==> src/include/io_defines.svh <==
`ifndef IO_DEFINES_SVH
`define IO_DEFINES_SVH

// packet field widths
`define IO_ADDR_W 16
`define IO_DATA_W 32
`define IO_ID_W 4

// outbound link credits and loader program length
`define IO_CREDITS 4
`define IO_PROG_WORDS 8
`define IO_LOAD_BASE 16'h0100

// reserved host addresses seen by the monitor
`define IO_HOST_FINISH 16'hFF00
`define IO_HOST_FAIL 16'hFF04
`define IO_HOST_PRINT 16'hFF08

`define IO_MAX_CYCLES 2000

`endif

==> src/hw/io_pkg.sv <==
package io_pkg;

  // host request class, decoded from the store address
  typedef enum logic [1:0]
  {
    OP_FINISH  = 2'd0,
    OP_FAIL    = 2'd1,
    OP_PRINT   = 2'd2,
    OP_UNKNOWN = 2'd3
  } host_op_e;

  // monitor run state
  // done is sticky until the next reset
  typedef enum logic
  {
    MON_RUN  = 1'b0,
    MON_DONE = 1'b1
  } mon_state_e;

endpackage

==> src/hw/io_program_loader.sv <==
`timescale 1ns/1ps
`include "io_defines.svh"

module io_program_loader (
  input  logic                               clk_i,
  input  logic                               rst_n_i,
  input  logic                               prog_we_i,
  input  logic [$clog2(`IO_PROG_WORDS)-1:0] prog_addr_i,
  input  logic [`IO_DATA_W-1:0]             prog_data_i,
  input  logic                               start_i,
  input  logic                               credit_i,
  output logic                               req_v_o,
  output logic [`IO_ADDR_W-1:0]             req_addr_o,
  output logic [`IO_DATA_W-1:0]             req_data_o,
  output logic                               load_done_o
);

  localparam int IDX_W  = $clog2(`IO_PROG_WORDS);
  localparam int CRED_W = $clog2(`IO_CREDITS + 1);

  logic [`IO_DATA_W-1:0] prog_mem [`IO_PROG_WORDS];
  logic                  active_q;
  logic [IDX_W-1:0]      idx_q;
  logic [CRED_W-1:0]     credits_q;
  logic                  send;
  logic                  last_word;

  // host-written program store
  always_ff @(posedge clk_i)
  begin
    if (prog_we_i)
      prog_mem[prog_addr_i] <= prog_data_i;
  end

  // a word goes out whenever a pass is running and a credit is left
  assign send      = active_q && (credits_q != '0);
  assign last_word = (idx_q == IDX_W'(`IO_PROG_WORDS - 1));

  assign req_v_o    = send;
  assign req_addr_o = `IO_ADDR_W'(`IO_LOAD_BASE) + `IO_ADDR_W'({idx_q, 2'b00});
  assign req_data_o = prog_mem[idx_q];

  always_ff @(posedge clk_i or negedge rst_n_i)
  begin
    if (!rst_n_i)
    begin
      active_q    <= 1'b0;
      idx_q       <= '0;
      load_done_o <= 1'b0;
    end
    else if (start_i)
    begin
      active_q    <= 1'b1;
      idx_q       <= '0;
      load_done_o <= 1'b0;
    end
    else if (send)
    begin
      if (last_word)
      begin
        active_q    <= 1'b0;
        load_done_o <= 1'b1;
      end
      else
      begin
        idx_q <= idx_q + 1'b1;
      end
    end
  end

  // send and return in the same cycle cancel out
  always_ff @(posedge clk_i or negedge rst_n_i)
  begin
    if (!rst_n_i)
      credits_q <= CRED_W'(`IO_CREDITS);
    else
    begin
      case ({send, credit_i})
        2'b10: credits_q <= credits_q - 1'b1;
        2'b01:
        begin
          if (credits_q != CRED_W'(`IO_CREDITS))
            credits_q <= credits_q + 1'b1;
        end
        default: credits_q <= credits_q;
      endcase
    end
  end

endmodule

==> src/hw/io_packet_decode.sv <==
`timescale 1ns/1ps
`include "io_defines.svh"

module io_packet_decode (
  input  logic                   clk_i,
  input  logic                   rst_n_i,
  input  logic                   tile_v_i,
  input  logic [`IO_ADDR_W-1:0] tile_addr_i,
  input  logic [`IO_DATA_W-1:0] tile_data_i,
  input  logic [`IO_ID_W-1:0]   tile_id_i,
  output logic                   dec_v_o,
  output io_pkg::host_op_e       dec_op_o,
  output logic [`IO_DATA_W-1:0] dec_data_o,
  output logic [`IO_ID_W-1:0]   dec_id_o
);

  import io_pkg::*;

  host_op_e op_d;

  // exact match against the host address map
  always_comb
  begin
    case (tile_addr_i)
      `IO_HOST_FINISH: op_d = OP_FINISH;
      `IO_HOST_FAIL:   op_d = OP_FAIL;
      `IO_HOST_PRINT:  op_d = OP_PRINT;
      default:         op_d = OP_UNKNOWN;
    endcase
  end

  always_ff @(posedge clk_i or negedge rst_n_i)
  begin
    if (!rst_n_i)
      dec_v_o <= 1'b0;
    else
      dec_v_o <= tile_v_i;
  end

  always_ff @(posedge clk_i)
  begin
    if (tile_v_i)
    begin
      dec_op_o   <= op_d;
      dec_data_o <= tile_data_i;
      dec_id_o   <= tile_id_i;
    end
  end

endmodule

==> src/hw/io_monitor_execute.sv <==
`timescale 1ns/1ps
`include "io_defines.svh"

module io_monitor_execute (
  input  logic                   clk_i,
  input  logic                   rst_n_i,
  input  logic                   dec_v_i,
  input  io_pkg::host_op_e       dec_op_i,
  input  logic [`IO_DATA_W-1:0] dec_data_i,
  input  logic [`IO_ID_W-1:0]   dec_id_i,
  output logic                   finish_o,
  output logic                   success_o,
  output logic                   timeout_o,
  output logic                   print_v_o,
  output logic [`IO_DATA_W-1:0] print_data_o,
  output logic                   exe_v_o,
  output io_pkg::host_op_e       exe_op_o,
  output logic [`IO_ID_W-1:0]   exe_id_o
);

  import io_pkg::*;

  mon_state_e  state_q;
  logic [31:0] cycle_cnt_q;
  logic        timeout_hit;
  logic        is_finish;
  logic        is_fail;
  logic        is_print;

  assign is_finish = dec_v_i && (dec_op_i == OP_FINISH);
  assign is_fail   = dec_v_i && (dec_op_i == OP_FAIL);
  assign is_print  = dec_v_i && (dec_op_i == OP_PRINT);

  // fires on the edge where the counter lands on the limit
  assign timeout_hit = ((cycle_cnt_q + 32'd1) == 32'(`IO_MAX_CYCLES));

  always_ff @(posedge clk_i or negedge rst_n_i)
  begin
    if (!rst_n_i)
      cycle_cnt_q <= '0;
    else
      cycle_cnt_q <= cycle_cnt_q + 32'd1;
  end

  always_ff @(posedge clk_i or negedge rst_n_i)
  begin
    if (!rst_n_i)
    begin
      state_q   <= MON_RUN;
      finish_o  <= 1'b0;
      success_o <= 1'b0;
      timeout_o <= 1'b0;
    end
    else if (state_q == MON_RUN)
    begin
      // a request in the same cycle takes priority over the timeout
      if (is_finish)
      begin
        state_q   <= MON_DONE;
        finish_o  <= 1'b1;
        success_o <= 1'b1;
      end
      else if (is_fail)
      begin
        state_q  <= MON_DONE;
        finish_o <= 1'b1;
      end
      else if (timeout_hit)
      begin
        state_q   <= MON_DONE;
        finish_o  <= 1'b1;
        timeout_o <= 1'b1;
      end
    end
  end

  always_ff @(posedge clk_i or negedge rst_n_i)
  begin
    if (!rst_n_i)
    begin
      print_v_o <= 1'b0;
      exe_v_o   <= 1'b0;
    end
    else
    begin
      print_v_o <= is_print;
      exe_v_o   <= dec_v_i;
    end
  end

  always_ff @(posedge clk_i)
  begin
    if (is_print)
      print_data_o <= dec_data_i;
    if (dec_v_i)
    begin
      exe_op_o <= dec_op_i;
      exe_id_o <= dec_id_i;
    end
  end

endmodule

==> src/hw/io_response_result.sv <==
`timescale 1ns/1ps
`include "io_defines.svh"

module io_response_result (
  input  logic                 clk_i,
  input  logic                 rst_n_i,
  input  logic                 exe_v_i,
  input  io_pkg::host_op_e     exe_op_i,
  input  logic [`IO_ID_W-1:0] exe_id_i,
  output logic                 rsp_v_o,
  output logic [`IO_ID_W-1:0] rsp_id_o,
  output logic                 rsp_err_o
);

  import io_pkg::*;

  logic err_d;

  // only addresses outside the host map are flagged
  assign err_d = (exe_op_i == OP_UNKNOWN);

  always_ff @(posedge clk_i or negedge rst_n_i)
  begin
    if (!rst_n_i)
    begin
      rsp_v_o   <= 1'b0;
      rsp_err_o <= 1'b0;
    end
    else
    begin
      rsp_v_o <= exe_v_i;
      if (exe_v_i)
        rsp_err_o <= err_d;
      else
        rsp_err_o <= 1'b0;
    end
  end

  // the load id goes back to the tile unchanged
  always_ff @(posedge clk_i)
  begin
    if (exe_v_i)
      rsp_id_o <= exe_id_i;
  end

endmodule

==> src/hw/io_complex.sv <==
`timescale 1ns/1ps
`include "io_defines.svh"

module io_complex (
  input  logic                               clk_i,
  input  logic                               rst_n_i,
  input  logic                               prog_we_i,
  input  logic [$clog2(`IO_PROG_WORDS)-1:0] prog_addr_i,
  input  logic [`IO_DATA_W-1:0]             prog_data_i,
  input  logic                               start_i,
  output logic                               load_done_o,
  output logic                               req_v_o,
  output logic [`IO_ADDR_W-1:0]             req_addr_o,
  output logic [`IO_DATA_W-1:0]             req_data_o,
  input  logic                               credit_i,
  input  logic                               tile_v_i,
  input  logic [`IO_ADDR_W-1:0]             tile_addr_i,
  input  logic [`IO_DATA_W-1:0]             tile_data_i,
  input  logic [`IO_ID_W-1:0]               tile_id_i,
  output logic                               rsp_v_o,
  output logic [`IO_ID_W-1:0]               rsp_id_o,
  output logic                               rsp_err_o,
  output logic                               finish_o,
  output logic                               success_o,
  output logic                               timeout_o,
  output logic                               print_v_o,
  output logic [`IO_DATA_W-1:0]             print_data_o
);

  import io_pkg::*;

  logic                  dec_v;
  host_op_e              dec_op;
  logic [`IO_DATA_W-1:0] dec_data;
  logic [`IO_ID_W-1:0]   dec_id;
  logic                  exe_v;
  host_op_e              exe_op;
  logic [`IO_ID_W-1:0]   exe_id;

  // loader runs beside the monitor pipeline
  io_program_loader loader_i (
    .clk_i       (clk_i),
    .rst_n_i     (rst_n_i),
    .prog_we_i   (prog_we_i),
    .prog_addr_i (prog_addr_i),
    .prog_data_i (prog_data_i),
    .start_i     (start_i),
    .credit_i    (credit_i),
    .req_v_o     (req_v_o),
    .req_addr_o  (req_addr_o),
    .req_data_o  (req_data_o),
    .load_done_o (load_done_o)
  );

  io_packet_decode decode_i (
    .clk_i       (clk_i),
    .rst_n_i     (rst_n_i),
    .tile_v_i    (tile_v_i),
    .tile_addr_i (tile_addr_i),
    .tile_data_i (tile_data_i),
    .tile_id_i   (tile_id_i),
    .dec_v_o     (dec_v),
    .dec_op_o    (dec_op),
    .dec_data_o  (dec_data),
    .dec_id_o    (dec_id)
  );

  io_monitor_execute execute_i (
    .clk_i        (clk_i),
    .rst_n_i      (rst_n_i),
    .dec_v_i      (dec_v),
    .dec_op_i     (dec_op),
    .dec_data_i   (dec_data),
    .dec_id_i     (dec_id),
    .finish_o     (finish_o),
    .success_o    (success_o),
    .timeout_o    (timeout_o),
    .print_v_o    (print_v_o),
    .print_data_o (print_data_o),
    .exe_v_o      (exe_v),
    .exe_op_o     (exe_op),
    .exe_id_o     (exe_id)
  );

  io_response_result result_i (
    .clk_i     (clk_i),
    .rst_n_i   (rst_n_i),
    .exe_v_i   (exe_v),
    .exe_op_i  (exe_op),
    .exe_id_i  (exe_id),
    .rsp_v_o   (rsp_v_o),
    .rsp_id_o  (rsp_id_o),
    .rsp_err_o (rsp_err_o)
  );

endmodule

==> config.mk <==
export PLATFORM = sky130hd
export DESIGN_NAME = io_complex
export DESIGN_NICKNAME = d
export VERILOG_FILES = /design/src/hw/io_pkg.sv /design/src/hw/io_program_loader.sv /design/src/hw/io_packet_decode.sv /design/src/hw/io_monitor_execute.sv /design/src/hw/io_response_result.sv /design/src/hw/io_complex.sv
export VERILOG_INCLUDE_DIRS = /design/src /design/src/include
export SDC_FILE = /design/constraint.sdc
export NUM_CORES = 1
export LEC_CHECK = 0
export BUFFER_PORTS_ARGS = -buffer_cell sky130_fd_sc_hd__buf_2
export CORE_MARGIN = 8
export CORE_UTILIZATION = 50
export CTS_CLUSTER_SIZE = 28
export DETAILED_ROUTE_END_ITERATION = 8
export PLACE_DENSITY = 0.83
export SYNTH_ARGS = -nofsm -noshare
export SYNTH_HDL_FRONTEND = slang
export SYNTH_SLANG_ARGS = --single-unit
export TNS_END_PERCENT = 30
==> constraint.sdc <==
create_clock -name clk_i -period 2.38 [get_ports clk_i]
set_input_delay 0.238 -clock clk_i [delete_from_list [all_inputs] [get_ports clk_i]]
set_output_delay 0.238 -clock clk_i [all_outputs]
set_load 0.01 [all_outputs]
Yosys cells after proc, flatten, opt, wreduce, memory -nomap -nowiden
Memories as Yosys holds them, arrays and structs flattened.
Cells that the tools add are included.
{"block": "word_totals", "register_bits": 129, "mem_bits_rw": 256, "input_bits": 93, "output_inout_bits": 92, "elab_cells": 81, "memories": 1}
{"name": "loader_i.prog_mem", "depth": 8, "width": 32, "rd": 1, "rd_clocked_by_memory_dff": 0, "write_ports": 1, "line_no": "io_program_loader.sv:21", "rtl": "logic [`IO_DATA_W-1:0] prog_mem [`IO_PROG_WORDS];"}
{"block": "classes", "addsub": 5, "n_eq_ne": 13, "mux": 22, "n_bitwise": 3, "n_reduce_logical": 16}
{"op": "16-bit == test (second input constant)", "count": 3}
{"op": "32-bit by 1-bit adder with 32-bit output (second input constant)", "count": 1}
{"op": "32-bit by 11-bit == test with 1-bit output (second input constant)", "count": 1}
{"op": "1-bit 2-to-1 mux", "count": 16}
{"op": "3-bit 2-to-1 mux", "count": 4}
{"op": "9-bit by 5-bit adder with 10-bit output (first input constant)", "count": 1}
{"op": "2-bit AND reduction", "count": 5}
{"op": "3-bit by 1-bit adder with 3-bit output (second input constant)", "count": 2}
{"op": "2-bit == test (second input constant)", "count": 3}
{"op": "2-bit one-hot mux with 3 select lines", "count": 1}
{"op": "3-bit one-hot mux with 2 select lines", "count": 1}
{"op": "2-bit nonzero test", "count": 3}
{"op": "3-bit nonzero test", "count": 2}
{"op": "2-bit by 1-bit == test with 1-bit output (second input constant)", "count": 2}
{"op": "1-bit logical AND", "count": 4}
{"op": "4-bit AND reduction", "count": 1}
{"op": "3-bit == test (second input constant)", "count": 1}
{"op": "3-bit != test (second input constant)", "count": 1}
{"op": "1-bit NOT", "count": 3}
{"op": "3-bit by 1-bit subtractor with 3-bit output (second input constant)", "count": 1}
{"op": "2-bit logical NOT", "count": 1}
{"op": "2-bit by 1-bit != test with 1-bit output (second input constant)", "count": 1}
{"op": "2-bit != test (second input constant)", "count": 1}

Depth between registers and ports, before layout
Gate-level depths: netlist of the first run.
{"block": "logic_depth", "ltp_word": 6, "ltp_mapped": 9, "mapped_depth_nobuf": 8}

Modules after synthesis
A second synthesis of the first run with hierarchy kept.
{"block": "unflattened", "hier_cells": 720, "hier_area_um2": 14724.1}
{"module": "io_program_loader", "instances": 1, "cells_per_inst": 454, "area_per_inst_um2": 10319.9, "seq_area_each_um2": 7888.8}
{"module": "io_monitor_execute", "instances": 1, "cells_per_inst": 213, "area_per_inst_um2": 3000.4, "seq_area_each_um2": 2092.0}
{"module": "io_packet_decode", "instances": 1, "cells_per_inst": 46, "area_per_inst_um2": 1227.4, "seq_area_each_um2": 1166.1}
{"module": "io_response_result", "instances": 1, "cells_per_inst": 7, "area_per_inst_um2": 176.4, "seq_area_each_um2": 170.2}

Worst setup path after synthesis of the first run
OpenSTA, ideal clock, no wires.
{"block": "synth_timing", "path_kind": "input to register", "from": "in prog_addr_i[2]", "to": "mem loader_i.prog_mem[0][0] (netlist bit), enable pin", "setup_ps": 461, "arrival_ps": 2624, "t_required_ps": 1919, "path_slack_ps": -705, "stages": 2, "n_path_buf": 0, "path_cell_list": "nand2b_1 nor3_1"}
{"element": "start, declared", "line_no": "io_complex.sv:8", "rtl": "input logic [$clog2(`IO_PROG_WORDS)-1:0] prog_addr_i,"}
{"element": "end, declared", "line_no": "io_program_loader.sv:21"}
No word-level cell before the write port.

Worst setup path in the final report of the first run
{"block": "layout_timing", "from": "reg loader_i.idx_q[0]", "to": "out req_data_o[23]"}
{"block": "layout_between", "elab_chain_cells": 1}
{"element": "start, declared", "line_no": "io_program_loader.sv:23", "rtl": "logic [IDX_W-1:0] idx_q;"}
{"element": "start signal, assigned", "line_no": "io_program_loader.sv:66", "rtl": "idx_q <= idx_q + 1'b1;"}
{"element": "memory read 8 x 32 bit"}
{"element": "end, declared", "line_no": "io_complex.sv:14", "rtl": "output logic [`IO_DATA_W-1:0] req_data_o,"}
Every way passes these cells.

==> results of run 1 <==
## worst min path at each step
stage / start / cells past startpoint / to / slack [ns]
floorplan: rst_n_i / 0 / decode_i.dec_v_o / -0.06
global placement: rst_n_i / 2 / execute_i.success_o / 0.24
detailed placement: rst_n_i / 2 / execute_i.success_o / 0.25
CTS: prog_data_i[2] / 1 / loader_i.prog_mem[2][2] / 0.004
global route: prog_data_i[2] / 1 / loader_i.prog_mem[2][2] / 0.01
finish: prog_data_i[26] / 1 / loader_i.prog_mem[1][26] / 0.03
## stage by stage
| step | cell area (um2) | power, uW |
|---|---|---|
| 2_1_floorplan | 14800 | 10100 |
| 3_3_place_gp | 16600 | 11300 |
| 3_5_place_dp | 16600 | 11400 |
| 4_1_cts | 18900 | 18200 |
| 5_1_grt | 19300 | 19000 |
| 6_report | 19300 | 18300 |
## what timing repair did
| action | CTS | global route |
|---|---|---|
| buffers inserted | 2 | 15 |
| endpoints found under the setup margin | 34 | 35 |
| hold buffers | 70 | 0 |
| endpoints found under the hold margin | 332 | 0 |
| gates resized for setup | 52 | 34 |
| pin swaps | 1 | 14 |
| cloned | 0 | 4 |
## metal layers
metal | share of wire | up-vias | GRT usage
met1 | 0.38 | 4150 | 0.215
met4 | 0.018 | 0 | 0.0455
met2 | 0.52 | 334 | 0.313
met5 | 0 | - | 0
met3 | 0.083 | 45 | 0.0572
li1 | - | 3602 | -
## critical path: cells and delay by family (launching register included)
| kind | cells | cell delay [ns] |
|---|---|---|
| muxes | 2 | 0.82 |
| DFF | 1 | 0.44 |
| buffers and inverters | 3 | 0.46 |
## power groups by stage
stage	registers (uW)	logic [uW]	clock network [uW]
global placement	8010	3260	0
floorplan	7940	2170	0
global route	7860	4680	6470
detailed placement	8040	3340	0
CTS	7900	4050	6210
finish	7840	4400	6070
## layout by cell type (no fill, tap or decap), types with 9 or more instances in the layout
cell type and instances:
buf_6 33, xnor2_1 26, clkbuf_16 46, mux4_2 64, xor2_1 11, o21ai_0 9
nand3_1 18, conb_1 13, dfrtp_1 43, nand4_1 11, buf_2 144, buf_12 14
nor2_1 15, edfxtp_1 336, mux2_4 24, dlygate4sd3_1 70, nand2_1 17, inv_1 14
buf_4 50
## state kept, by name, summed over array words and instances (netlist names), 2 cells and up
name                    cells
decode_i.dec_data_o        32
execute_i.exe_op_o          2
execute_i.cycle_cnt_q      32
loader_i.idx_q              3
loader_i.credits_q          3
execute_i.print_data_o     32
result_i.rsp_id_o           4
execute_i.exe_id_o          4
decode_i.dec_op_o           2
loader_i.prog_mem         256
decode_i.dec_id_o           4
## cell families (layout without fill, tap and decap cells)
logic type               Yosys count  in the layout  share of synthesized area
AO/OA/AOI/OAI                     34             34                     0.0176
flip-flops                       385            385                      0.765
buffers and inverters             53            403                     0.0175
other                              2             16                   0.000508
multiplexers                      97             97                      0.122
XOR/XNOR                          40             40                     0.0237
AND/OR/NAND/NOR                  123            123                     0.0493
adder cells (fa/ha/maj)            4              4                    0.00389
## cell type report
type | instances | area (um2) | share of cell area
Sequential cell | 385 | 11300 | 0.588
Antenna cell | 3 | 7.51 | 0.000389
Tap cell | 390 | 488 | 0.0253
Clock inverter | 21 | 198 | 0.0103
Clock buffer | 51 | 1090 | 0.0568
Multi-Input combinational cell | 311 | 3540 | 0.184
Timing Repair Buffer | 317 | 2570 | 0.133
Inverter | 14 | 52.6 | 0.00273
==> run summary, run 1 <==
number of synthesized flops with an enable pin -> 336
NetSw -> 4500 uW
number of max-cap violations -> 0
Reg2Reg Launch Point -> execute_i.cycle_cnt_q[1]
WS Path Type -> flip-flop to primary output
Tot GR Track Use -> 0.180
Final Worst Setup Slack -> -0.0888 ns
Iter 0 DRT Violations -> 490
Synth top cells by count -> 336 x edfxtp_1, 64 x mux4_2, 48 x dfrtp_1
CTS Buffer Depth -> 3
worst clock skew -> 0.0199 ns
Most used DFF post-synth -> edfxtp_1
setup violators final -> 33
P_int -> 13800 uW
via count -> 8131
crit path launch type -> flip-flop
GRT overflow -> 0
Logic pwr share -> 0.240
Die Wd -> 188 um
Crit-path slowest cell -> mux4_2
mapped cell area -> 0.0148 mm2
fraction of layout instances using a drive strength above 1 -> 0.400
largest area contributor in the netlist -> edfxtp_1
pre-CTS setup slack -> -0.0777 ns
CTS root buf -> clkbuf_16
critical-path cell list -> buf_6 -> buf_12 -> mux4_2 -> mux2_4 -> buf_2
FF+latch count, synth -> 385
Die Area -> 0.0353 mm2
post-placement cell count -> 1326
fin cells -> 1492
H-Tree Depth -> 2
core area -> 0.0294 mm2
DRC errors left -> 0
asr flop ratio synth -> 0.127
Sw Share -> 0.246
setup tns final -> -1.62 ns
via density per instance -> 5.45
Area Overhead vs Synth -> 30.3%
Hold Fails Final Rpt -> 0
Routed WL -> 33400 um
top-area cell type share of the netlist area -> 0.682
crit path max fanout -> 5
most frequent cell after synthesis -> edfxtp_1
Port Buf Inserts -> 171
Req. time, crit path -> 2.14 ns
initial antenna violation count -> 2
Netlist cell types -> 59
Yosys Warn Count -> 0
Static Leak -> 0.00700 uW
placed wire-length estimate -> 18800 um
post-synthesis sequential area ratio -> 0.765
num ports -> 185
worst setup path end -> req_data_o[23]
worst reg-to-reg setup slack -> -0.03 ns
failing checks -> setup timing
worst path arrival time -> 2.23 ns
VDD IR max -> 629 uV
fill cell count -> 1878
CTS tree -> yes
Final ANT Viol Nets -> 0
nets@finish -> 1166
RSZ-0062 raised after global routing -> true
DRT Pass-1 Iters -> 5
Placer Congestion -> 0.889
CP endpoint kind -> primary output
Hold Slack -> 0.0290 ns
Worst Reg-to-Reg Cells -> 8
crit share post-route -> 1.04
RR Endpoint -> execute_i.timeout_o
starting density of the core -> 0.503
TritonCTS buffer count -> 40
synth top area cells -> edfxtp_1 68%, mux4_2 9.7%, dfrtp_1 8.1%
Slew HR -> 0.414
Sequential Power Share -> 0.428
die height -> 188 um
Worst-path clk slew -> 0.06 ns
areal power density over the cells -> 949 mW/mm2
Critical Path Start -> loader_i.idx_q[0]
Cells after Synth -> 738
largest net degree at the start of global routing -> 50
Mean Syn Cell Area -> 20.0 um2
vias in the first global route -> 8746
Worst Max-Slew Pin Slew -> 0.879 ns
Hold Crit Class -> input pin to flip-flop
Worst-Skew Late Latency -> 0.52 ns
fin crit period -> 2.47 ns
Clk pwr share -> 0.331
# clock sinks -> 385
run status -> complete, but fails checks
routed len/inst -> 22.4 um
final core utilization -> 0.656
fmax -> 405 MHz
critical path's largest stage delay -> 0.53 ns
first-pass GRT wire length -> 50000 um
Row Count -> 63
Slew Limit Fails -> 0
Note: power is estimated with default switching activity, not from simulation.
==> run 2, diff against run 1 <==
Settings changed: SYNTH_HIERARCHICAL from default to 1.
==> run summary, run 2 <==
run status -> complete, but fails checks
failing checks -> setup timing
mux contribution to synthesized area -> 0.126 (+0.00312)
Sw Share -> 0.246 (+0.000316)
crit path max fanout -> 6 (+1)
Most used DFF post-synth -> edfxtp_1
synth top area cells -> edfxtp_1 69%, mux4_2 8.7%, dfrtp_1 8.2%
largest family of logic cells by synthesized area -> multiplexers
most frequent cells in the layout -> 336 x edfxtp_1, 142 x buf_2, 69 x dlygate4sd3_1
Synth Area in Simple Gates -> 0.0500 (+0.000655)
pre-CTS setup slack -> -0.454 ns (-0.376 ns)
Hold Slack -> 0.0344 ns (+0.00530 ns)
core area -> 0.0293 mm2 (-0.27%)
Synth top cells by count -> 336 x edfxtp_1, 57 x mux4_2, 48 x dfrtp_1
Final Worst Setup Slack -> -0.286 ns (-0.197 ns)
Sequential Power Share -> 0.434 (+0.006)
VDD IR max -> 643 uV (+2.3%)
Clk pwr share -> 0.320 (-0.011)
TritonCTS buffer count -> 39 (-2.5%)
Netlist cell types -> 56 (-5.1%)
NetSw -> 4480 uW (-0.32%)
placed wire-length estimate -> 19300 um (+2.5%)
fraction of layout instances using a drive strength above 1 -> 0.401 (+0.00111)
Static Leak -> 0.00708 uW (+1.2%)
Worst-Skew Late Latency -> 0.52 ns (about the same)
CP endpoint kind -> flip-flop
Placer Congestion -> 0.892 (+0.37%)
crit share post-route -> 1.12 (+0.0828)
# clock sinks -> 385 (unchanged)
Worst-path clk slew -> 0.06 ns (about the same)
largest area contributor in the netlist -> edfxtp_1
critical-path cell list -> nand3_1 -> or4_4 -> buf_6 -> nor3_4 -> xnor2_1 -> nand4_1 -> or4_4 -> o41ai_2
Area Overhead vs Synth -> 30.1%
post-placement cell count -> 1320 (-0.45%)
Final ANT Viol Nets -> 0 (unchanged)
nets@finish -> 1153 (-1.1%)
most common cell after layout, fill and taps aside -> edfxtp_1
Worst Max-Slew Pin Slew -> 0.814 ns (-0.0646 ns)
Slew Limit Fails -> 0 (unchanged)
most frequent CP cell -> or4_4
CTS Buffer Depth -> 3 (unchanged)
Die Wd -> 188 um (-0.21%)
RSZ-0062 raised after global routing -> true
Adder-Cell Fraction of Synth Area -> 0.00391 (+0.0000182)
Slew HR -> 0.457 (+0.0431)
final core utilization -> 0.653 (-0.00268)
Tot GR Track Use -> 0.187 (+0.00710)
DRC errors left -> 0 (unchanged)
Port Buf Inserts -> 171 (unchanged)
Routed WL -> 33800 um (+1.4%)
first-pass GRT wire length -> 51000 um (+2.0%)
Iter 0 DRT Violations -> 560 (+14%)
Hold Crit Class -> input pin to flip-flop
via density per instance -> 5.46 (+0.15%)
mapped cell area -> 0.0147 mm2 (-0.47%)
Logic pwr share -> 0.246 (+0.006)
Largest Register -> loader_i/prog_mem
FF+latch count, synth -> 385 (unchanged)
Row Count -> 63 (unchanged)
vias in the first global route -> 8733 (-0.15%)
H-Tree Depth -> 2 (unchanged)
initial antenna violation count -> 2 (unchanged)
largest net degree at the start of global routing -> 40 (-20%)
Yosys Warn Count -> 6 (+6)
CTS tree -> yes
CTS root buf -> clkbuf_16
worst path arrival time -> 3.08 ns (+0.85 ns)
setup violators final -> 33 (unchanged)
fin crit period -> 2.67 ns (+0.197 ns)
Post-Synth XOR/XNOR Area -> 0.0196 (-0.00405)
Cells after Synth -> 720 (-2.4%)
Mean Syn Cell Area -> 20.5 um2 (+2.0%)
crit path launch type -> flip-flop
DRT Pass-1 Iters -> 5 (unchanged)
num ports -> 185 (unchanged)
fin cells -> 1477 (-1.0%)
P_int -> 13700 uW (-0.49%)
top-area cell type share of the netlist area -> 0.685 (+0.00319)
die height -> 188 um (-0.21%)
number of synthesized flops with an enable pin -> 336 (unchanged)
post-synthesis sequential area ratio -> 0.769 (+0.00358)
Crit-path slowest cell -> or4_4
WS Path Type -> flip-flop to flip-flop
GRT overflow -> 0 (unchanged)
setup tns final -> -3.26 ns (-1.65 ns)
critical path's largest stage delay -> 0.57 ns (+0.04 ns)
worst clock skew -> 0.00842 ns (-0.0115 ns)
Req. time, crit path -> 2.79 ns (+0.65 ns)
Largest register FFs -> 256 (unchanged)
fmax -> 375 MHz (-7.4%)
number of max-cap violations -> 0 (unchanged)
area fraction in compound gates after synthesis -> 0.0124 (-0.00519)
areal power density over the cells -> 952 mW/mm2 (+0.22%)
asr flop ratio synth -> 0.127 (unchanged)
Hold Fails Final Rpt -> 0 (unchanged)
most frequent cell after synthesis -> edfxtp_1
Die Area -> 0.0352 mm2 (-0.43%)
starting density of the core -> 0.502 (-0.000994)
routed len/inst -> 22.9 um (+2.5%)
via count -> 8061 (-0.86%)
[run 2: cell count changes after synthesis, moves of 6 or more]
cell / before / now
buf_6: 0 / 7
clkbuf_1: 13 / 7
and4_1: 2 / 8
mux4_1: 0 / 7
mux4_2: 64 / 57
buf_1: 8 / 1
xnor2_1: 28 / 18
o21ai_0: 9 / 2
[run 2: through the flow]
stage	power, uW	area [um2]
6_report	18200	19200
5_1_grt	18900	19200
4_1_cts	17900	18900
3_5_place_dp	11200	16600
3_3_place_gp	11200	16600
2_1_floorplan	10100	14800
[run 2: path summary, 6_finish.rpt]
kind                                           from                    endpoint  slack (ns)  cells past startpoint
setup / recovery           execute_i/cycle_cnt_q[0]         execute_i/timeout_o       -0.29                      8
hold / removal                       prog_data_i[6]     loader_i/prog_mem[0][6]        0.03                      1
setup reg to reg           execute_i/cycle_cnt_q[0]         execute_i/timeout_o       -0.29                      8
hold reg to reg             decode_i/dec_data_o[31]  execute_i/print_data_o[31]        0.42                      0
max in group asynchronous                   rst_n_i    execute_i/cycle_cnt_q[5]        1.56                      3
min in group asynchronous                   rst_n_i       loader_i/credits_q[0]        0.15                      2
[run 2: power by group through the flow]
stage / Combinational, uW / Sequential, uW / Clock, uW
global route: 4740 / 7930 / 6180
floorplan: 2170 / 7950 / 0
CTS: 4100 / 7900 / 5910
finish: 4480 / 7900 / 5840
detailed placement: 3170 / 8080 / 0
global placement: 3100 / 8050 / 0
[run 2: area by class of cell]
| cell class | instances | area (um2) |
|---|---|---|
| Sequential cell | 385 | 11300 |
| Fill cell | 1866 | 10200 |
| Multi-Input combinational cell | 299 | 3410 |
| Timing Repair Buffer | 318 | 2650 |
| Clock buffer | 54 | 1070 |
| Tap cell | 390 | 488 |
| Clock inverter | 17 | 154 |
| Inverter | 13 | 48.8 |
| Antenna cell | 1 | 2.50 |
[run 2: cells by family (layout without fill, tap and decap cells)]
group | count (synthesis) | in the layout
xor gates and xnor gates | 33 | 33
DFF | 385 | 385
AOI/OAI and AO/OA | 26 | 26
buffers and inverters | 47 | 402
adders and majority gates | 4 | 4
other | 2 | 14
muxes | 98 | 98
and+or+nand+nor | 125 | 125
[run 2: critical path, delay by kind of cell, from the launching register on]
kind,cells,cell delay [ns]
and+or+nand+nor,5,1.51
DFF,1,0.37
AOI/OAI and AO/OA,1,0.35
buffers and inverters,1,0.17
xor gates and xnor gates,1,0.16
[run 2: layer usage]
layer | track usage | wire length (um)
met1 | 0.218 | 12600
met2 | 0.328 | 17600
met3 | 0.0578 | 2960
met4 | 0.0606 | 754
met5 | 0 | 10
[run 2: what timing repair did]
action,in CTS,in global routing
cloned,4,2
pin swaps,5,2
resized for setup,61,39
setup endpoints to repair,32,35
setup buffers,7,4
endpoints found under the hold margin,302,0
hold buffers,69,0
==> run 3, diff against run 2 <==
Settings changed: PLACE_DENSITY 0.83 to 0.8.
Clock period 2.38 ns to 3.22 ns, I/O delays scaled along.
==> run summary, run 3 (synthesized netlist as in run 2, its figures left out) <==
die height -> 188 um (unchanged)
critical-path cell list -> nand3_4 -> or4_4 -> nor4_2 -> nand3_1 -> xnor2_1 -> or4_4 -> o41ai_1
Iter 0 DRT Violations -> 428 (-24%)
P_int -> 9200 uW (-33%)
Slew Limit Fails -> 0 (unchanged)
fill cell count -> 2091 (+12%)
CTS Buffer Depth -> 3 (unchanged)
Req. time, crit path -> 3.62 ns (+0.83 ns)
Worst-path clk slew -> 0.06 ns (about the same)
Critical Path Start -> execute_i/cycle_cnt_q[3]
number of max-cap violations -> 0 (unchanged)
areal power density over the cells -> 689 mW/mm2 (-28%)
final core utilization -> 0.603 (-0.0506)
Sequential Power Share -> 0.483 (+0.049)
Clk pwr share -> 0.330 (+0.010)
crit share post-route -> 0.928 (-0.192)
CTS root buf -> clkbuf_16
RR Endpoint -> execute_i/finish_o
run status -> finished, final reports clean
Worst-Skew Late Latency -> 0.51 ns (about the same)
critical path's largest stage delay -> 0.64 ns (+0.07 ns)
Row Count -> 63 (unchanged)
Multi-input gate area -> 0.00322 mm2 (-5.5%)
WS Path Type -> flip-flop to flip-flop
# clock sinks -> 385 (unchanged)
Worst Max-Slew Pin Slew -> 0.990 ns (+0.176 ns)
most frequent CP cell -> or4_4
core area -> 0.0293 mm2 (unchanged)
worst setup path end -> execute_i/finish_o
starting density of the core -> 0.502 (unchanged)
DR top layer -> met5
worst path arrival time -> 3.38 ns (+0.30 ns)
via density per instance -> 5.41 (-0.84%)
most common cell after layout, fill and taps aside -> edfxtp_1
setup violators final -> 0 (-100%)
fmax -> 335 MHz (-11%)
routed len/inst -> 22.0 um (-3.9%)
NetSw -> 2980 uW (-34%)
Hold Crit Class -> input pin to flip-flop
largest net degree at the start of global routing -> 44 (+10%)
fin crit period -> 2.99 ns (+0.322 ns)
fraction of layout instances using a drive strength above 1 -> 0.356 (-0.0452)
Routed WL -> 30400 um (-10%)
Tot GR Track Use -> 0.171 (-0.0162)
setup tns final -> 0 ns (+3.26 ns)
Worst Reg-to-Reg Cells -> 7 (-1)
Placer Congestion -> 0.826 (-7.4%)
wire length on met3 -> 2470 um (-17%)
most frequent cells in the layout -> 336 x edfxtp_1, 171 x buf_2, 57 x mux4_2
Reg2Reg Launch Point -> execute_i/cycle_cnt_q[3]
VDD IR max -> 466 uV (-28%)
Largest Register -> loader_i/prog_mem
RSZ-0062 raised after global routing -> false
H-Tree Depth -> 2 (unchanged)
DRC errors left -> 0 (unchanged)
met1 wire length -> 12000 um (-4.1%)
first-pass GRT wire length -> 46600 um (-8.5%)
TritonCTS buffer count -> 37 (-5.1%)
Area Overhead vs Synth -> 20.0%
Static Leak -> 0.00627 uW (-11%)
Logic pwr share -> 0.187 (-0.059)
Largest register FFs -> 256 (unchanged)
Crit-path slowest cell -> or4_4
CP endpoint kind -> flip-flop
initial antenna violation count -> 5 (+3)
Die Area -> 0.0352 mm2 (unchanged)
placed wire-length estimate -> 17800 um (-7.9%)
Die Wd -> 188 um (unchanged)
via count -> 7468 (-7.4%)
vias in the first global route -> 8013 (-8.2%)
worst reg-to-reg setup slack -> 0.23 ns (+0.52 ns)
nets@finish -> 1061 (-8.0%)
crit path max fanout -> 10 (+4)
Slew HR -> 0.340 (-0.118)
crit path launch type -> flip-flop
num ports -> 185 (unchanged)
DRT Pass-1 Iters -> 4 (-1)
met2 WL -> 15300 um (-13%)
worst clock skew -> 0.00666 ns (-0.00176 ns)
Final ANT Viol Nets -> 0 (unchanged)
CTS tree -> yes
GRT overflow -> 0 (unchanged)
Hold Fails Final Rpt -> 0 (unchanged)
Seq. cell area -> 0.0113 mm2 (unchanged)
Port Buf Inserts -> 171 (unchanged)
Sw Share -> 0.244 (-0.00149)
[run 3: worst min path at each step]
| stage | start | endpoint | depth (start not counted) |
|---|---|---|---|
| floorplan | rst_n_i | decode_i/dec_v_o | 0 |
| global placement | execute_i/exe_id_o[0] | result_i/rsp_id_o[0] | 0 |
| detailed placement | decode_i/dec_data_o[22] | execute_i/print_data_o[22] | 0 |
| CTS | start_i | loader_i/idx_q[1] | 2 |
| global route | start_i | loader_i/idx_q[1] | 2 |
| finish | start_i | loader_i/idx_q[1] | 2 |
[run 3: power groups by stage]
stage / clock network, uW / registers [uW] / logic, uW
after global placement: 0 / 5970 / 2230
after detailed placement: 0 / 5990 / 2260
final: 4010 / 5890 / 2280
after CTS: 4100 / 5890 / 2320
after global routing: 4300 / 5920 / 2460
after floorplan: 0 / 5880 / 1600
[run 3: what timing repair did]
item / in CTS / in global routing
hold buffers: 37 / 0
endpoints found under the hold margin: 43 / 0
resized for setup: 0 / 1
setup buffers: 0 / 0
endpoints found under the setup margin: 0 / 2
[run 3: area by class of cell]
type | count | share of cell area
Clock inverter | 16 | 0.00857
Sequential cell | 385 | 0.641
Inverter | 13 | 0.00276
Multi-Input combinational cell | 299 | 0.182
Tap cell | 390 | 0.0276
Clock buffer | 47 | 0.0545
Antenna cell | 2 | 0.000283
Timing Repair Buffer | 228 | 0.0829
[run 3: metrics by stage]
step	instance area [um2]	setup WS, ns	total power, uW	hold WS, ns	instances
after global routing	17700	0.000311	12700	0.0224	1380
after CTS	17700	0.159	12300	0.0126	1378
after floorplan	14800	0.0517	7480	0.0264	731
after detailed placement	16200	0.140	8250	0.405	1278
final	17700	0.233	12200	0.0326	1380
after global placement	16200	0.274	8200	0.401	1278
[run 3: worst max-delay path, delay by kind of cell, from the launching register on]
family / cells / cell delay (ns)
flops: 1 / 0.47
xor+xnor: 1 / 0.16
compound gates: 1 / 0.36
simple gates: 5 / 1.88
[run 3: layer usage]
metal	up-vias	GRT usage
met4	6	0.0442
met3	42	0.0592
li1	3364	-
met2	266	0.292
met1	3790	0.206
met5	-	0
